$ cat src/rtl/debug_pkg.sv
`default_nettype none

package debug_pkg;

    // Processor state seen through the debug probes
    typedef struct packed {
        logic [31:0] pc;            // Fetch PC
        logic [31:0] instruction;   // Instruction at pc
        logic [4:0]  reg_addr;      // Write-back register
        logic [31:0] reg_data;      // Write-back value
        logic [31:0] alu_result;    // EX stage result
    } debug_probe_t;

    // One-cycle snapshot requests from the buttons
    typedef struct packed {
        logic pc_inst;
        logic wb_reg;               // Register write-back frame
        logic alu;
    } debug_request_t;

    // Frame being emitted
    typedef enum logic [1:0] {
        kind_pc_inst,
        kind_reg,
        kind_alu
    } frame_kind_t;

    localparam logic [7:0] header_pc_inst = 8'h50;  // 'P'
    localparam logic [7:0] header_reg     = 8'h52;  // 'R'
    localparam logic [7:0] header_alu     = 8'h41;  // 'A'
    localparam logic [7:0] frame_end      = 8'h0a;  // Line feed

    // Bytes per frame, header and terminator included
    localparam int frame_len_pc_inst = 10;
    localparam int frame_len_reg     = 7;
    localparam int frame_len_alu     = 6;
    localparam int frame_max_bytes   = 10;
    localparam int frame_idx_width   = $clog2(frame_max_bytes);

    localparam int debounce_cycles    = 1024;   // About 20 us at 50 MHz
    localparam int debounce_cnt_width = $clog2(debounce_cycles);

    // Bit positions in the raw button vector
    localparam int num_buttons    = 5;
    localparam int btn_center_idx = 0;
    localparam int btn_up_idx     = 1;
    localparam int btn_down_idx   = 2;
    localparam int btn_left_idx   = 3;
    localparam int btn_right_idx  = 4;

endpackage

`default_nettype wire

$ cat src/rtl/uart_pkg.sv
`default_nettype none

package uart_pkg;

    typedef logic [7:0] uart_byte_t;

    // 50 MHz / 115200 baud, rounded
    localparam int bit_cycles       = 434;
    localparam int bit_period_width = $clog2(bit_cycles);

    localparam int frame_bits      = 10;        // Start, 8 data, stop
    localparam int bit_index_width = $clog2(frame_bits);

    // Transmit buffer
    localparam int fifo_depth       = 16;
    localparam int fifo_ptr_width   = $clog2(fifo_depth);
    localparam int fifo_count_width = $clog2(fifo_depth + 1);   // Holds 0..fifo_depth

endpackage

`default_nettype wire

$ cat src/rtl/button_controller.sv
`timescale 1ns/1ps
`default_nettype none

module button_controller
    import debug_pkg::*;
(
    input  wire            clk_50mhz,
    input  wire            reset,
    input  wire            btn_center,      // Single step
    input  wire            btn_up,          // Run / pause
    input  wire            btn_down,        // PC and instruction frame
    input  wire            btn_left,        // Write-back register frame
    input  wire            btn_right,       // ALU result frame
    output debug_request_t request,
    output logic           step_pulse,
    output logic           continuous_mode
);

    logic [num_buttons-1:0] btn_raw;
    logic [num_buttons-1:0] btn_level;      // Debounced levels
    logic [num_buttons-1:0] btn_level_d;    // Previous levels
    logic [num_buttons-1:0] btn_rise;

    assign btn_raw[btn_center_idx] = btn_center;
    assign btn_raw[btn_up_idx]     = btn_up;
    assign btn_raw[btn_down_idx]   = btn_down;
    assign btn_raw[btn_left_idx]   = btn_left;
    assign btn_raw[btn_right_idx]  = btn_right;

    // One stability counter per button
    for (genvar i = 0; i < num_buttons; i++) begin : g_debounce
        logic [debounce_cnt_width-1:0] stable_cnt;
        logic                          level_q;

        always_ff @(posedge clk_50mhz or posedge reset) begin
            if (reset) begin
                stable_cnt <= '0;
                level_q    <= 1'b0;
            end else if (btn_raw[i] == level_q) begin
                stable_cnt <= '0;               // Bounce restarts the window
            end else if (stable_cnt == debounce_cnt_width'(debounce_cycles - 1)) begin
                stable_cnt <= '0;
                level_q    <= btn_raw[i];       // Stable long enough
            end else begin
                stable_cnt <= stable_cnt + 1'b1;
            end
        end

        assign btn_level[i] = level_q;
    end

    always_ff @(posedge clk_50mhz or posedge reset) begin
        if (reset) begin
            btn_level_d <= '0;
        end else begin
            btn_level_d <= btn_level;
        end
    end

    assign btn_rise = btn_level & ~btn_level_d;     // Press edges only

    // Run mode flips on every press of btn_up
    always_ff @(posedge clk_50mhz or posedge reset) begin
        if (reset) begin
            continuous_mode <= 1'b0;
        end else if (btn_rise[btn_up_idx]) begin
            continuous_mode <= ~continuous_mode;
        end
    end

    assign step_pulse      = btn_rise[btn_center_idx];
    assign request.pc_inst = btn_rise[btn_down_idx];
    assign request.wb_reg  = btn_rise[btn_left_idx];
    assign request.alu     = btn_rise[btn_right_idx];

endmodule

`default_nettype wire

$ cat src/rtl/run_control.sv
`timescale 1ns/1ps
`default_nettype none

module run_control (
    input  wire  clk_50mhz,
    input  wire  reset,
    input  wire  step_pulse,
    input  wire  continuous_mode,
    output logic cpu_clk_enable
);

    typedef enum logic [1:0] {
        run_idle,
        run_enable,     // Step, enable cycle
        run_disable     // Step, recovery cycle
    } run_state_t;

    run_state_t state;

    always_ff @(posedge clk_50mhz or posedge reset) begin
        if (reset) begin
            state          <= run_idle;
            cpu_clk_enable <= 1'b0;
        end else begin
            case (state)
                run_idle: begin
                    cpu_clk_enable <= 1'b0;
                    if (step_pulse) begin
                        state <= run_enable;        // Step wins over run mode
                    end else if (continuous_mode) begin
                        cpu_clk_enable <= 1'b1;     // Free running
                    end
                end
                run_enable: begin
                    cpu_clk_enable <= 1'b1;         // Exactly one enable cycle
                    state          <= run_disable;
                end
                run_disable: begin
                    cpu_clk_enable <= 1'b0;
                    state          <= run_idle;
                end
                default: state <= run_idle;
            endcase
        end
    end

endmodule

`default_nettype wire

$ cat src/rtl/debug_frame_builder.sv
`timescale 1ns/1ps
`default_nettype none

module debug_frame_builder
    import debug_pkg::*;
    import uart_pkg::*;
(
    input  wire            clk_50mhz,
    input  wire            reset,
    input  wire            debug_request_t request,
    input  wire            debug_probe_t   probe,
    output uart_byte_t     out_data,
    output logic           out_valid,
    input  wire            out_ready
);

    typedef enum logic [1:0] {
        fb_idle,
        fb_capture,     // Snapshot taken this cycle
        fb_send
    } fb_state_t;

    fb_state_t                    state;
    frame_kind_t                  kind;
    logic [frame_idx_width-1:0]   byte_idx;     // Byte currently offered
    logic [frame_idx_width-1:0]   last_idx;     // Terminator position
    logic [frame_max_bytes*8-1:0] frame_q;      // First byte in the top bits
    logic                         byte_taken;

    assign out_valid  = (state == fb_send);
    assign byte_taken = out_valid && out_ready;
    assign out_data   = frame_q[(frame_max_bytes - 1 - byte_idx) * 8 +: 8];

    always_ff @(posedge clk_50mhz or posedge reset) begin
        if (reset) begin
            state    <= fb_idle;
            kind     <= kind_pc_inst;
            byte_idx <= '0;
            last_idx <= '0;
        end else begin
            case (state)
                fb_idle: begin
                    byte_idx <= '0;
                    // Fixed priority when requests coincide
                    if (request.pc_inst) begin
                        kind  <= kind_pc_inst;
                        state <= fb_capture;
                    end else if (request.wb_reg) begin
                        kind  <= kind_reg;
                        state <= fb_capture;
                    end else if (request.alu) begin
                        kind  <= kind_alu;
                        state <= fb_capture;
                    end
                end
                fb_capture: begin
                    state <= fb_send;
                    case (kind)
                        kind_pc_inst: last_idx <= frame_idx_width'(frame_len_pc_inst - 1);
                        kind_reg:     last_idx <= frame_idx_width'(frame_len_reg - 1);
                        kind_alu:     last_idx <= frame_idx_width'(frame_len_alu - 1);
                        default:      last_idx <= '0;
                    endcase
                end
                fb_send: begin
                    // Stalls here while the FIFO is full
                    if (byte_taken) begin
                        if (byte_idx == last_idx) begin
                            state <= fb_idle;
                        end else begin
                            byte_idx <= byte_idx + 1'b1;
                        end
                    end
                end
                default: state <= fb_idle;
            endcase
        end
    end

    // Snapshot, laid out in wire order, unused tail zero
    always_ff @(posedge clk_50mhz) begin
        if (state == fb_capture) begin
            case (kind)
                kind_pc_inst: frame_q <= {header_pc_inst, probe.pc, probe.instruction,
                                          frame_end};
                kind_reg:     frame_q <= {header_reg, 3'b000, probe.reg_addr, probe.reg_data,
                                          frame_end, 24'h0};
                default:      frame_q <= {header_alu, probe.alu_result, frame_end, 32'h0};
            endcase
        end
    end

endmodule

`default_nettype wire

$ cat src/rtl/byte_fifo.sv
`timescale 1ns/1ps
`default_nettype none

module byte_fifo
    import uart_pkg::*;
(
    input  wire        clk_50mhz,
    input  wire        reset,
    input  wire        uart_byte_t push_data,
    input  wire        push_valid,
    output logic       push_ready,
    output uart_byte_t pop_data,
    output logic       pop_valid,
    input  wire        pop_ready
);

    uart_byte_t                  mem [fifo_depth];
    logic [fifo_ptr_width-1:0]   wr_ptr;
    logic [fifo_ptr_width-1:0]   rd_ptr;
    logic [fifo_count_width-1:0] count;     // Entries held
    logic                        do_push;
    logic                        do_pop;

    assign push_ready = (count != fifo_count_width'(fifo_depth));   // Not full
    assign pop_valid  = (count != '0);                              // Not empty
    assign do_push    = push_valid && push_ready;
    assign do_pop     = pop_valid && pop_ready;
    assign pop_data   = mem[rd_ptr];    // Head of queue

    always_ff @(posedge clk_50mhz) begin
        if (do_push) begin
            mem[wr_ptr] <= push_data;
        end
    end

    // Pointers wrap on their own, depth is a power of two
    always_ff @(posedge clk_50mhz or posedge reset) begin
        if (reset) begin
            wr_ptr <= '0;
            rd_ptr <= '0;
            count  <= '0;
        end else begin
            if (do_push) begin
                wr_ptr <= wr_ptr + 1'b1;
            end
            if (do_pop) begin
                rd_ptr <= rd_ptr + 1'b1;
            end
            if (do_push && !do_pop) begin
                count <= count + 1'b1;
            end else if (do_pop && !do_push) begin
                count <= count - 1'b1;
            end
        end
    end

endmodule

`default_nettype wire

$ cat src/rtl/uart_tx.sv
`timescale 1ns/1ps
`default_nettype none

module uart_tx
    import uart_pkg::*;
(
    input  wire  clk_50mhz,
    input  wire  reset,
    input  wire  uart_byte_t in_data,
    input  wire  in_valid,
    output logic in_ready,
    output logic tx             // Serial line, idles high
);

    logic                         busy;
    logic [$bits(uart_byte_t):0]  shift_q;      // Remaining data bits, stop bit on top
    logic [bit_index_width-1:0]   bit_idx;      // 0 is the start bit
    logic [bit_period_width-1:0]  period_cnt;
    logic                         period_done;

    assign in_ready    = ~busy;
    assign period_done = (period_cnt == bit_period_width'(bit_cycles - 1));

    always_ff @(posedge clk_50mhz or posedge reset) begin
        if (reset) begin
            busy       <= 1'b0;
            tx         <= 1'b1;
            bit_idx    <= '0;
            period_cnt <= '0;
        end else if (!busy) begin
            if (in_valid) begin
                busy       <= 1'b1;
                tx         <= 1'b0;         // Start bit
                bit_idx    <= '0;
                period_cnt <= '0;
            end
        end else if (period_done) begin
            period_cnt <= '0;
            if (bit_idx == bit_index_width'(frame_bits - 1)) begin
                busy <= 1'b0;               // Stop bit finished
                tx   <= 1'b1;
            end else begin
                tx      <= shift_q[0];      // LSB first
                bit_idx <= bit_idx + 1'b1;
            end
        end else begin
            period_cnt <= period_cnt + 1'b1;
        end
    end

    always_ff @(posedge clk_50mhz) begin
        if (!busy && in_valid) begin
            shift_q <= {1'b1, in_data};
        end else if (busy && period_done) begin
            shift_q <= {1'b1, shift_q[$bits(uart_byte_t):1]};
        end
    end

endmodule

`default_nettype wire

$ cat src/rtl/debug_uart_top.sv
`timescale 1ns/1ps
`default_nettype none

module debug_uart_top
    import debug_pkg::*;
    import uart_pkg::*;
(
    input  wire  clk_50mhz,
    input  wire  reset,             // Board reset, async
    input  wire  btn_center,
    input  wire  btn_up,
    input  wire  btn_down,
    input  wire  btn_left,
    input  wire  btn_right,
    input  wire  debug_probe_t probe,
    output logic cpu_clk_enable,
    output logic uart_tx_out
);

    logic [2:0]     reset_sync;
    logic           internal_reset;
    debug_request_t request;
    logic           step_pulse;
    logic           continuous_mode;
    uart_byte_t     push_data;
    logic           push_valid;
    logic           push_ready;
    uart_byte_t     pop_data;
    logic           pop_valid;
    logic           pop_ready;

    // Assert at once, release after three clean edges
    always_ff @(posedge clk_50mhz or posedge reset) begin
        if (reset) begin
            reset_sync <= 3'b111;
        end else begin
            reset_sync <= {reset_sync[1:0], 1'b0};
        end
    end

    assign internal_reset = reset_sync[2];

    button_controller button_ctrl (
        .clk_50mhz       (clk_50mhz),
        .reset           (internal_reset),
        .btn_center      (btn_center),
        .btn_up          (btn_up),
        .btn_down        (btn_down),
        .btn_left        (btn_left),
        .btn_right       (btn_right),
        .request         (request),
        .step_pulse      (step_pulse),
        .continuous_mode (continuous_mode)
    );

    run_control run_ctrl (
        .clk_50mhz       (clk_50mhz),
        .reset           (internal_reset),
        .step_pulse      (step_pulse),
        .continuous_mode (continuous_mode),
        .cpu_clk_enable  (cpu_clk_enable)
    );

    // Producer
    debug_frame_builder frame_builder (
        .clk_50mhz (clk_50mhz),
        .reset     (internal_reset),
        .request   (request),
        .probe     (probe),
        .out_data  (push_data),
        .out_valid (push_valid),
        .out_ready (push_ready)
    );

    byte_fifo tx_fifo (
        .clk_50mhz  (clk_50mhz),
        .reset      (internal_reset),
        .push_data  (push_data),
        .push_valid (push_valid),
        .push_ready (push_ready),
        .pop_data   (pop_data),
        .pop_valid  (pop_valid),
        .pop_ready  (pop_ready)
    );

    // Consumer, drains one byte per serial frame
    uart_tx tx (
        .clk_50mhz (clk_50mhz),
        .reset     (internal_reset),
        .in_data   (pop_data),
        .in_valid  (pop_valid),
        .in_ready  (pop_ready),
        .tx        (uart_tx_out)
    );

endmodule

`default_nettype wire

$ cat config.mk
export PLATFORM = sky130hd
export DESIGN_NAME = debug_uart_top
export DESIGN_NICKNAME = d
export VERILOG_FILES = /design/src/rtl/debug_pkg.sv /design/src/rtl/uart_pkg.sv /design/src/rtl/button_controller.sv /design/src/rtl/run_control.sv /design/src/rtl/debug_frame_builder.sv /design/src/rtl/byte_fifo.sv /design/src/rtl/uart_tx.sv /design/src/rtl/debug_uart_top.sv
export SDC_FILE = /design/constraint.sdc
export NUM_CORES = 1
export LEC_CHECK = 0
export BUFFER_PORTS_ARGS = -buffer_cell sky130_fd_sc_hd__buf_2
export CAP_MARGIN = 15
export CORE_MARGIN = 3
export CORE_UTILIZATION = 50
export DETAILED_ROUTE_END_ITERATION = 8
export PLACE_DENSITY_LB_ADDON = 0.3
export SLEW_MARGIN = 25
export SYNTH_ARGS = -nofsm -noshare
export SYNTH_HDL_FRONTEND = slang
export SYNTH_SLANG_ARGS = --single-unit
$ cat constraint.sdc
create_clock -name clk_50mhz -period 4.05 [get_ports clk_50mhz]
set_input_delay 0 -clock clk_50mhz [delete_from_list [all_inputs] [get_ports clk_50mhz]]
set_output_delay 0 -clock clk_50mhz [all_outputs]
set_load 0.05 [all_outputs]
Word-level counts from Yosys, hierarchy flattened
Memories as Yosys holds them, arrays and structs flattened.
Index checks and enable logic that the tools add are counted.
{"block": "totals", "reg_bits": 195, "memories": 1, "ramBits": 128, "out_inout_bits": 2}
{"block": "op_classes", "n_bitwise": 9, "shift": 1, "eq_ne": 27, "n_reduce_logical": 29, "mux": 50, "n_addsub": 13}
{"name": "tx_fifo.mem", "depth": 16, "word_bits": 8, "rd": 1, "rd_clocked_by_memory_dff": 0, "write_ports": 1, "line_no": "byte_fifo.sv:17", "rtl": "uart_byte_t mem [fifo_depth];"}
{"op": "$pmux 77 s2", "n": 1}
{"op": "$mux 10", "n": 10}
{"op": "$shiftx 80x33->8", "n": 1}
{"op": "$add 10x1->10 const B", "n": 5}
{"op": "$eq 10x10->1 const B", "n": 5}
{"op": "$mux 9", "n": 3}
{"op": "$mux 4", "n": 6}
{"op": "$mux 2", "n": 9}
{"op": "$add 4x1->4 const B", "n": 4}
{"op": "$mux 8", "n": 2}
{"op": "$reduce_and 2->1", "n": 7}
{"op": "$mux 1", "n": 12}
{"op": "$ne 2x2->1 const B", "n": 6}
{"op": "$pmux 4 s3", "n": 1}
{"op": "$mux 5", "n": 2}
{"op": "$add 9x1->9 const B", "n": 1}
{"op": "$eq 9x9->1 const B", "n": 1}
{"op": "$reduce_and 3->1", "n": 3}
{"op": "$pmux 4 s2", "n": 1}
{"op": "$reduce_bool 2->1", "n": 4}
{"op": "$not 1->1", "n": 7}
{"op": "$eq 2x1->1 const B", "n": 3}
{"op": "$eq 2x2->1 const B", "n": 3}
{"op": "$logic_and 1x1->1", "n": 6}
{"op": "17 further kinds", "n": 26}

Logic depth before layout (Yosys ltp)
{"block": "logic_depth", "ltp_word": 6, "mapped_depth": 11, "depth_no_buf": 9}

By module
From an unflattened synthesis, not the netlist that was laid out.
{"block": "hier_totals", "hier_cells": 1105, "hier_area_um2": 14378.8}
{"module": "byte_fifo", "area_each_um2": 5774.3, "cells_each": 319, "n_inst": 1, "seq_area_each_um2": 4169.0}
{"module": "debug_frame_builder", "area_each_um2": 4136.5, "cells_each": 358, "n_inst": 1, "seq_area_each_um2": 2342.2}
{"module": "button_controller", "area_each_um2": 2897.8, "cells_each": 284, "n_inst": 1, "seq_area_each_um2": 1526.5}
{"module": "uart_tx", "area_each_um2": 1293.7, "cells_each": 122, "n_inst": 1, "seq_area_each_um2": 616.8}
{"module": "run_control", "area_each_um2": 190.2, "cells_each": 17, "n_inst": 1, "seq_area_each_um2": 75.1}
{"module": "debug_uart_top", "area_each_um2": 86.3, "cells_each": 5, "n_inst": 1, "seq_area_each_um2": 78.8}

Worst setup path after synthesis
Ideal clock, no wire load.
{"block": "synth_timing", "path_type": "flip-flop to flip-flop", "start": "register frame_builder.byte_idx[1]", "end": "memory tx_fifo.mem[0][2] in the netlist's numbering, data pin", "path_stages_with_launch": 10, "n_path_buf": 3, "arrival_ns": 2.583, "setup_slack_ns": 1.137, "cell_sequence": "dfrtp_1 buf_2 inv_1 clkbuf_1 ha_1 buf_1 mux2i_1 o211ai_1 o21ai_0 o21ai_0"}
{"block": "synth_via", "elab_chain_cells": 2}
{"element": "from (decl)", "line_no": "debug_frame_builder.sv:25", "rtl": "logic [frame_idx_width-1:0] byte_idx;"}
{"element": "from (signal assigned)", "line_no": "debug_frame_builder.sv:71", "rtl": "byte_idx <= byte_idx + 1'b1;"}
{"element": "$sub 4x4->5", "line_no": "debug_frame_builder.sv:32", "rtl": "assign out_data = frame_q[(frame_max_bytes - 1 - byte_idx) * 8 +: 8];"}
{"element": "$shiftx 80x33->8", "line_no": "debug_frame_builder.sv:32"}
{"element": "net frame_builder.out_data[2]", "line_no": "debug_frame_builder.sv:12", "rtl": "output uart_byte_t out_data,"}
{"element": "to (decl)", "line_no": "byte_fifo.sv:17"}
The timed path passes the listed nets, and every way through them passes these cells.

Final worst setup path
{"block": "layout_timing", "start": "register frame_builder.kind[1]", "end": "register frame_builder.frame_q[71], data pin"}
{"block": "layout_via", "elab_chain_cells": 2, "word_cells_on_any_way": 3, "classes_between": "1 x eq/ne; 1 x mux; 1 x reduce/logical"}
{"element": "from (decl)", "line_no": "debug_frame_builder.sv:24", "rtl": "frame_kind_t kind;"}
{"element": "from (signal assigned)", "line_no": "debug_frame_builder.sv:37", "rtl": "kind <= kind_pc_inst;"}
{"element": "from (signal assigned)", "line_no": "debug_frame_builder.sv:46", "rtl": "kind <= kind_pc_inst;"}
{"element": "from (signal assigned)", "line_no": "debug_frame_builder.sv:49", "rtl": "kind <= kind_reg;"}
{"element": "$eq 2x1->1 / $logic_not 2->1 (equally long branches)", "line_no": "debug_frame_builder.sv:83", "rtl": "case (kind)"}
{"element": "$pmux 77 s2 (*)", "line_no": "debug_frame_builder.sv:83"}
{"element": "to (signal assigned)", "line_no": "debug_frame_builder.sv:84", "rtl": "kind_pc_inst: frame_q <= {header_pc_inst, probe.pc, probe.instruction,"}
{"element": "to (signal assigned)", "line_no": "debug_frame_builder.sv:86", "rtl": "kind_reg: frame_q <= {header_reg, 3'b000, probe.reg_addr, probe.reg_data,"}
{"element": "to (signal assigned)", "line_no": "debug_frame_builder.sv:88", "rtl": "default: frame_q <= {header_alu, probe.alu_result, frame_end, 32'h0};"}
{"element": "to (decl)", "line_no": "debug_frame_builder.sv:27", "rtl": "logic [frame_max_bytes*8-1:0] frame_q;"}
Mark *: on every way between the ends. The rest lies on a longest branch, timed or not.
A chain may end at the register's enable or synchronous reset.

==> results.md <==
* Synth top area cells: edfxtp_1 44%, dfrtp_1 19%, mux4_2 7.0%
* Layout cell share with drive strength beyond 1 at 21.5%
* Final Cycle Share at a little over four fifths
* Ys async rst share at roughly a third
* Setup crit end kind: flop
* Max Cap Viol at 0
* Internal reg-to-reg setup slack at around 0.68 ns
* Max VDD drop at about 410 µV
* First-pass GRT wire length at about 48 mm
* Final hold vios at 0
* Tmin final at 3.37 ns
* Buffers and inverters on the worst path at 4
* Die Area at around 0.030 mm²
* Critical path peak fanout at 42
* Status: finished, final reports clean
* Syn Area/Cell at about 14 µm²
* Placed cell area at approximately 0.015 mm²
* Synth Instances at about 1000
* GP Congestion at roughly 0.82
* Drt wl/cell at roughly 17 µm
* Largest register FFs at roughly 130
* Final worst slack at 0.678 ns
* GRT overflow at 0
* Max Slew Vio Count at 0
* DRT Pass-1 Iters at 5
* Site Rows at 60
* Vias at 9046
* Reg2reg path depth at 7
* Area grow syn2layout at 23.6%
* CTS Buffer Depth at 3
* DR vias/cell at between 5 and 6
* Total wire length at ~29 mm
* Post-synthesis sequential area ratio at a little under two thirds
* Num CTS Buffers at 35
* Post-route cell area at about 0.017 mm²
* Netlist cell types at 53
* #FFs+latches synth at around 310
* Mapped cell area at 0.0139 mm²
* Worst slack, placed at 0.792 ns
* Die height at approximately 170 µm
* Largest net degree at the start of global routing at 75
* Initial Utilization at roughly half
* Port bufs at around 140
* Post-Syn Nets at ~1200
* Core ar. at 0.0271 mm²
* Post-synth top area cell: edfxtp_1
* WHS at about 0.094 ns
* Number of synthesized flops with an enable pin at 204
* Unrepaired setup endpoints after global routing: no
* Final setup fails at 0
* DRT iter0 DRCs at 696
* Aggregate global-route resource usage at approximately a fifth
* Die width at between 150 and 200 µm
* H-tree depth at 2
* Post-route DRC violation count at 0
* Worst R2R End: frame_builder.frame_q[71]
* Register with the most flip-flops: tx_fifo.mem
* Max-slew headroom at a little under a third
* Yosys Warn Count at 0
* # diodes at 0
* CTS root buf: clkbuf_16
* Largest stage delay on the critical path at 0.76 ns
* Post-synth top area share at around 44%
* Delay-heaviest family, CP: buffers and inverters
* Crit path kind: reg2reg
* Final ANT Viol Nets at 0
* Reg2reg start: frame_builder.kind[1]
* Post-synth top flop: edfxtp_1
* Pwr dens at between 600 and 700 mW/mm²
* Clk sink count at 311
* Number of fill cells at around 1900
* Fmax at slightly below 0.3 GHz
* CP cell instances: inv_1 -> ha_1 -> buf_4 -> or2_2 -> clkinv_1 -> a22o_1 -> dlygate4sd3_1
* Hold Path Class: in2async
* Antenna violations before repair at 0
* # nets final at between 1000 and 1500
* Largest registers: tx_fifo.mem: 128 flops, frame_builder.frame_q: 68 flops, button_ctrl.g_debounce.stable_cnt: 50 flops
* Setup TNS at 0 ns
* CTS tree: built
* Clock skew at between 0.02 and 0.03 ns
* CP Launch Type: flop
* Post-DP HPWL at around 18 mm
* Vias in the first global route at ~9300
* Static leakage at ~6.7 nW
* Req. time, crit path at 4.30 ns
* Critical Path AT at around 3.6 ns
* I/O Pins at 142
* Slowest CP cell: clkinv_1
* Worst-path clk slew at roughly 0.060 ns
* Clock Latency Late Sink at approximately 0.5 ns
* Least-Margin Pin Slew at between 1 and 1.5 ns
==> report_power, final <==
part	internal, mW	total [mW]	switching [mW]
Clock	1.68	2.86	1.18
Sequential	4.30	4.67	0.373
Combinational	1.35	2.85	1.51
==> final cells by class <==
class	instances	area, µm²	share of cell area (%)
Multi-Input combinational cell	623	4760	27.7
Timing Repair Buffer	273	1970	11.5
Clock inverter	13	73.8	0.431
Sequential cell	311	8810	51.4
Clock buffer	47	971	5.66
Tap cell	372	465	2.71
Inverter	27	105	0.613
==> placed cells by master, fill, tap and decap left out, types with 14 or more instances in the layout <==
master,count
xor2_1,25
nor2_1,65
xnor2_1,37
mux2i_1,20
edfxtp_1,204
buf_2,144
nand2_1,112
clkbuf_16,35
buf_4,17
dfrtp_1,103
inv_1,24
mux2_2,14
dlygate4sd3_1,111
nand3_1,28
and2_1,37
a22oi_1,39
mux4_2,43
ha_1,28
o21ai_0,22
==> kinds of logic (layout without fill, tap and decap cells) <==
| kind of cell | Yosys count | count (layout) | synth area share, % |
|---|---|---|---|
| AO/OA/AOI/OAI | 133 | 133 | 6.71 |
| XOR/XNOR | 62 | 62 | 3.91 |
| adder cells (fa/ha/maj) | 30 | 30 | 2.76 |
| buffers and inverters | 78 | 360 | 2.27 |
| flip-flops | 311 | 311 | 63.5 |
| multiplexers | 77 | 77 | 9.56 |
| other | 1 | 1 | 0.0270 |
| AND/OR/NAND/NOR | 320 | 320 | 11.3 |
==> synth_stat cells (all sizes together), types with 23 or more instances <==
cell type    n
a22oi       39
and2        37
clkbuf      31
dfrtp      103
edfxtp     204
ha          29
inv         27
mux4        43
nand2      112
nand3       28
nor2        65
o21ai       23
xnor2       37
xor2        25
==> tightest hold or removal path, delay by kind of cell <==
family / cells / cell delay, ns
buf+inv: 3 / 0.75
==> layer usage <==
metal  part of all wire, %  track usage, %  up-vias
met5                     0               0        -
met4                   2.7            6.18        0
met3                   5.3            3.71       63
met2                    50            33.8      274
met1                    42            25.6     4446
li1                      -               -     4263
==> what timing repair did <==
| action | CTS | global route |
|---|---|---|
| hold endpoints to repair | 82 | 0 |
| setup buffers | 0 | 0 |
| gates resized for setup | 0 | 0 |
| hold buffers | 111 | 0 |
==> metrics by stage <==
step	utilization, %	instances	power, mW
floorplan	-	1012	6.42
global placement	55.2	1490	7.05
detailed placement	55.2	1490	7.14
CTS	63.2	1661	10.4
global route	63.3	1666	11.0
finish	63.3	1666	10.4
==> worst max path at each step <==
| stage | end | slack (ns) | cells past startpoint | from |
|---|---|---|---|---|
| floorplan | button_ctrl.btn_level_d[0] | 0.98 | 1 | reset_sync[2] |
| global placement | tx_fifo.mem[12][7] | 0.91 | 7 | frame_builder.byte_idx[1] |
| detailed placement | tx_fifo.mem[13][5] | 0.79 | 7 | frame_builder.byte_idx[1] |
| CTS | tx_fifo.mem[1][5] | 0.76 | 7 | frame_builder.byte_idx[1] |
| global route | frame_builder.frame_q[71] | 0.45 | 7 | frame_builder.kind[1] |
| finish | frame_builder.frame_q[71] | 0.68 | 7 | frame_builder.kind[1] |
(Power assumes the default switching activity.)
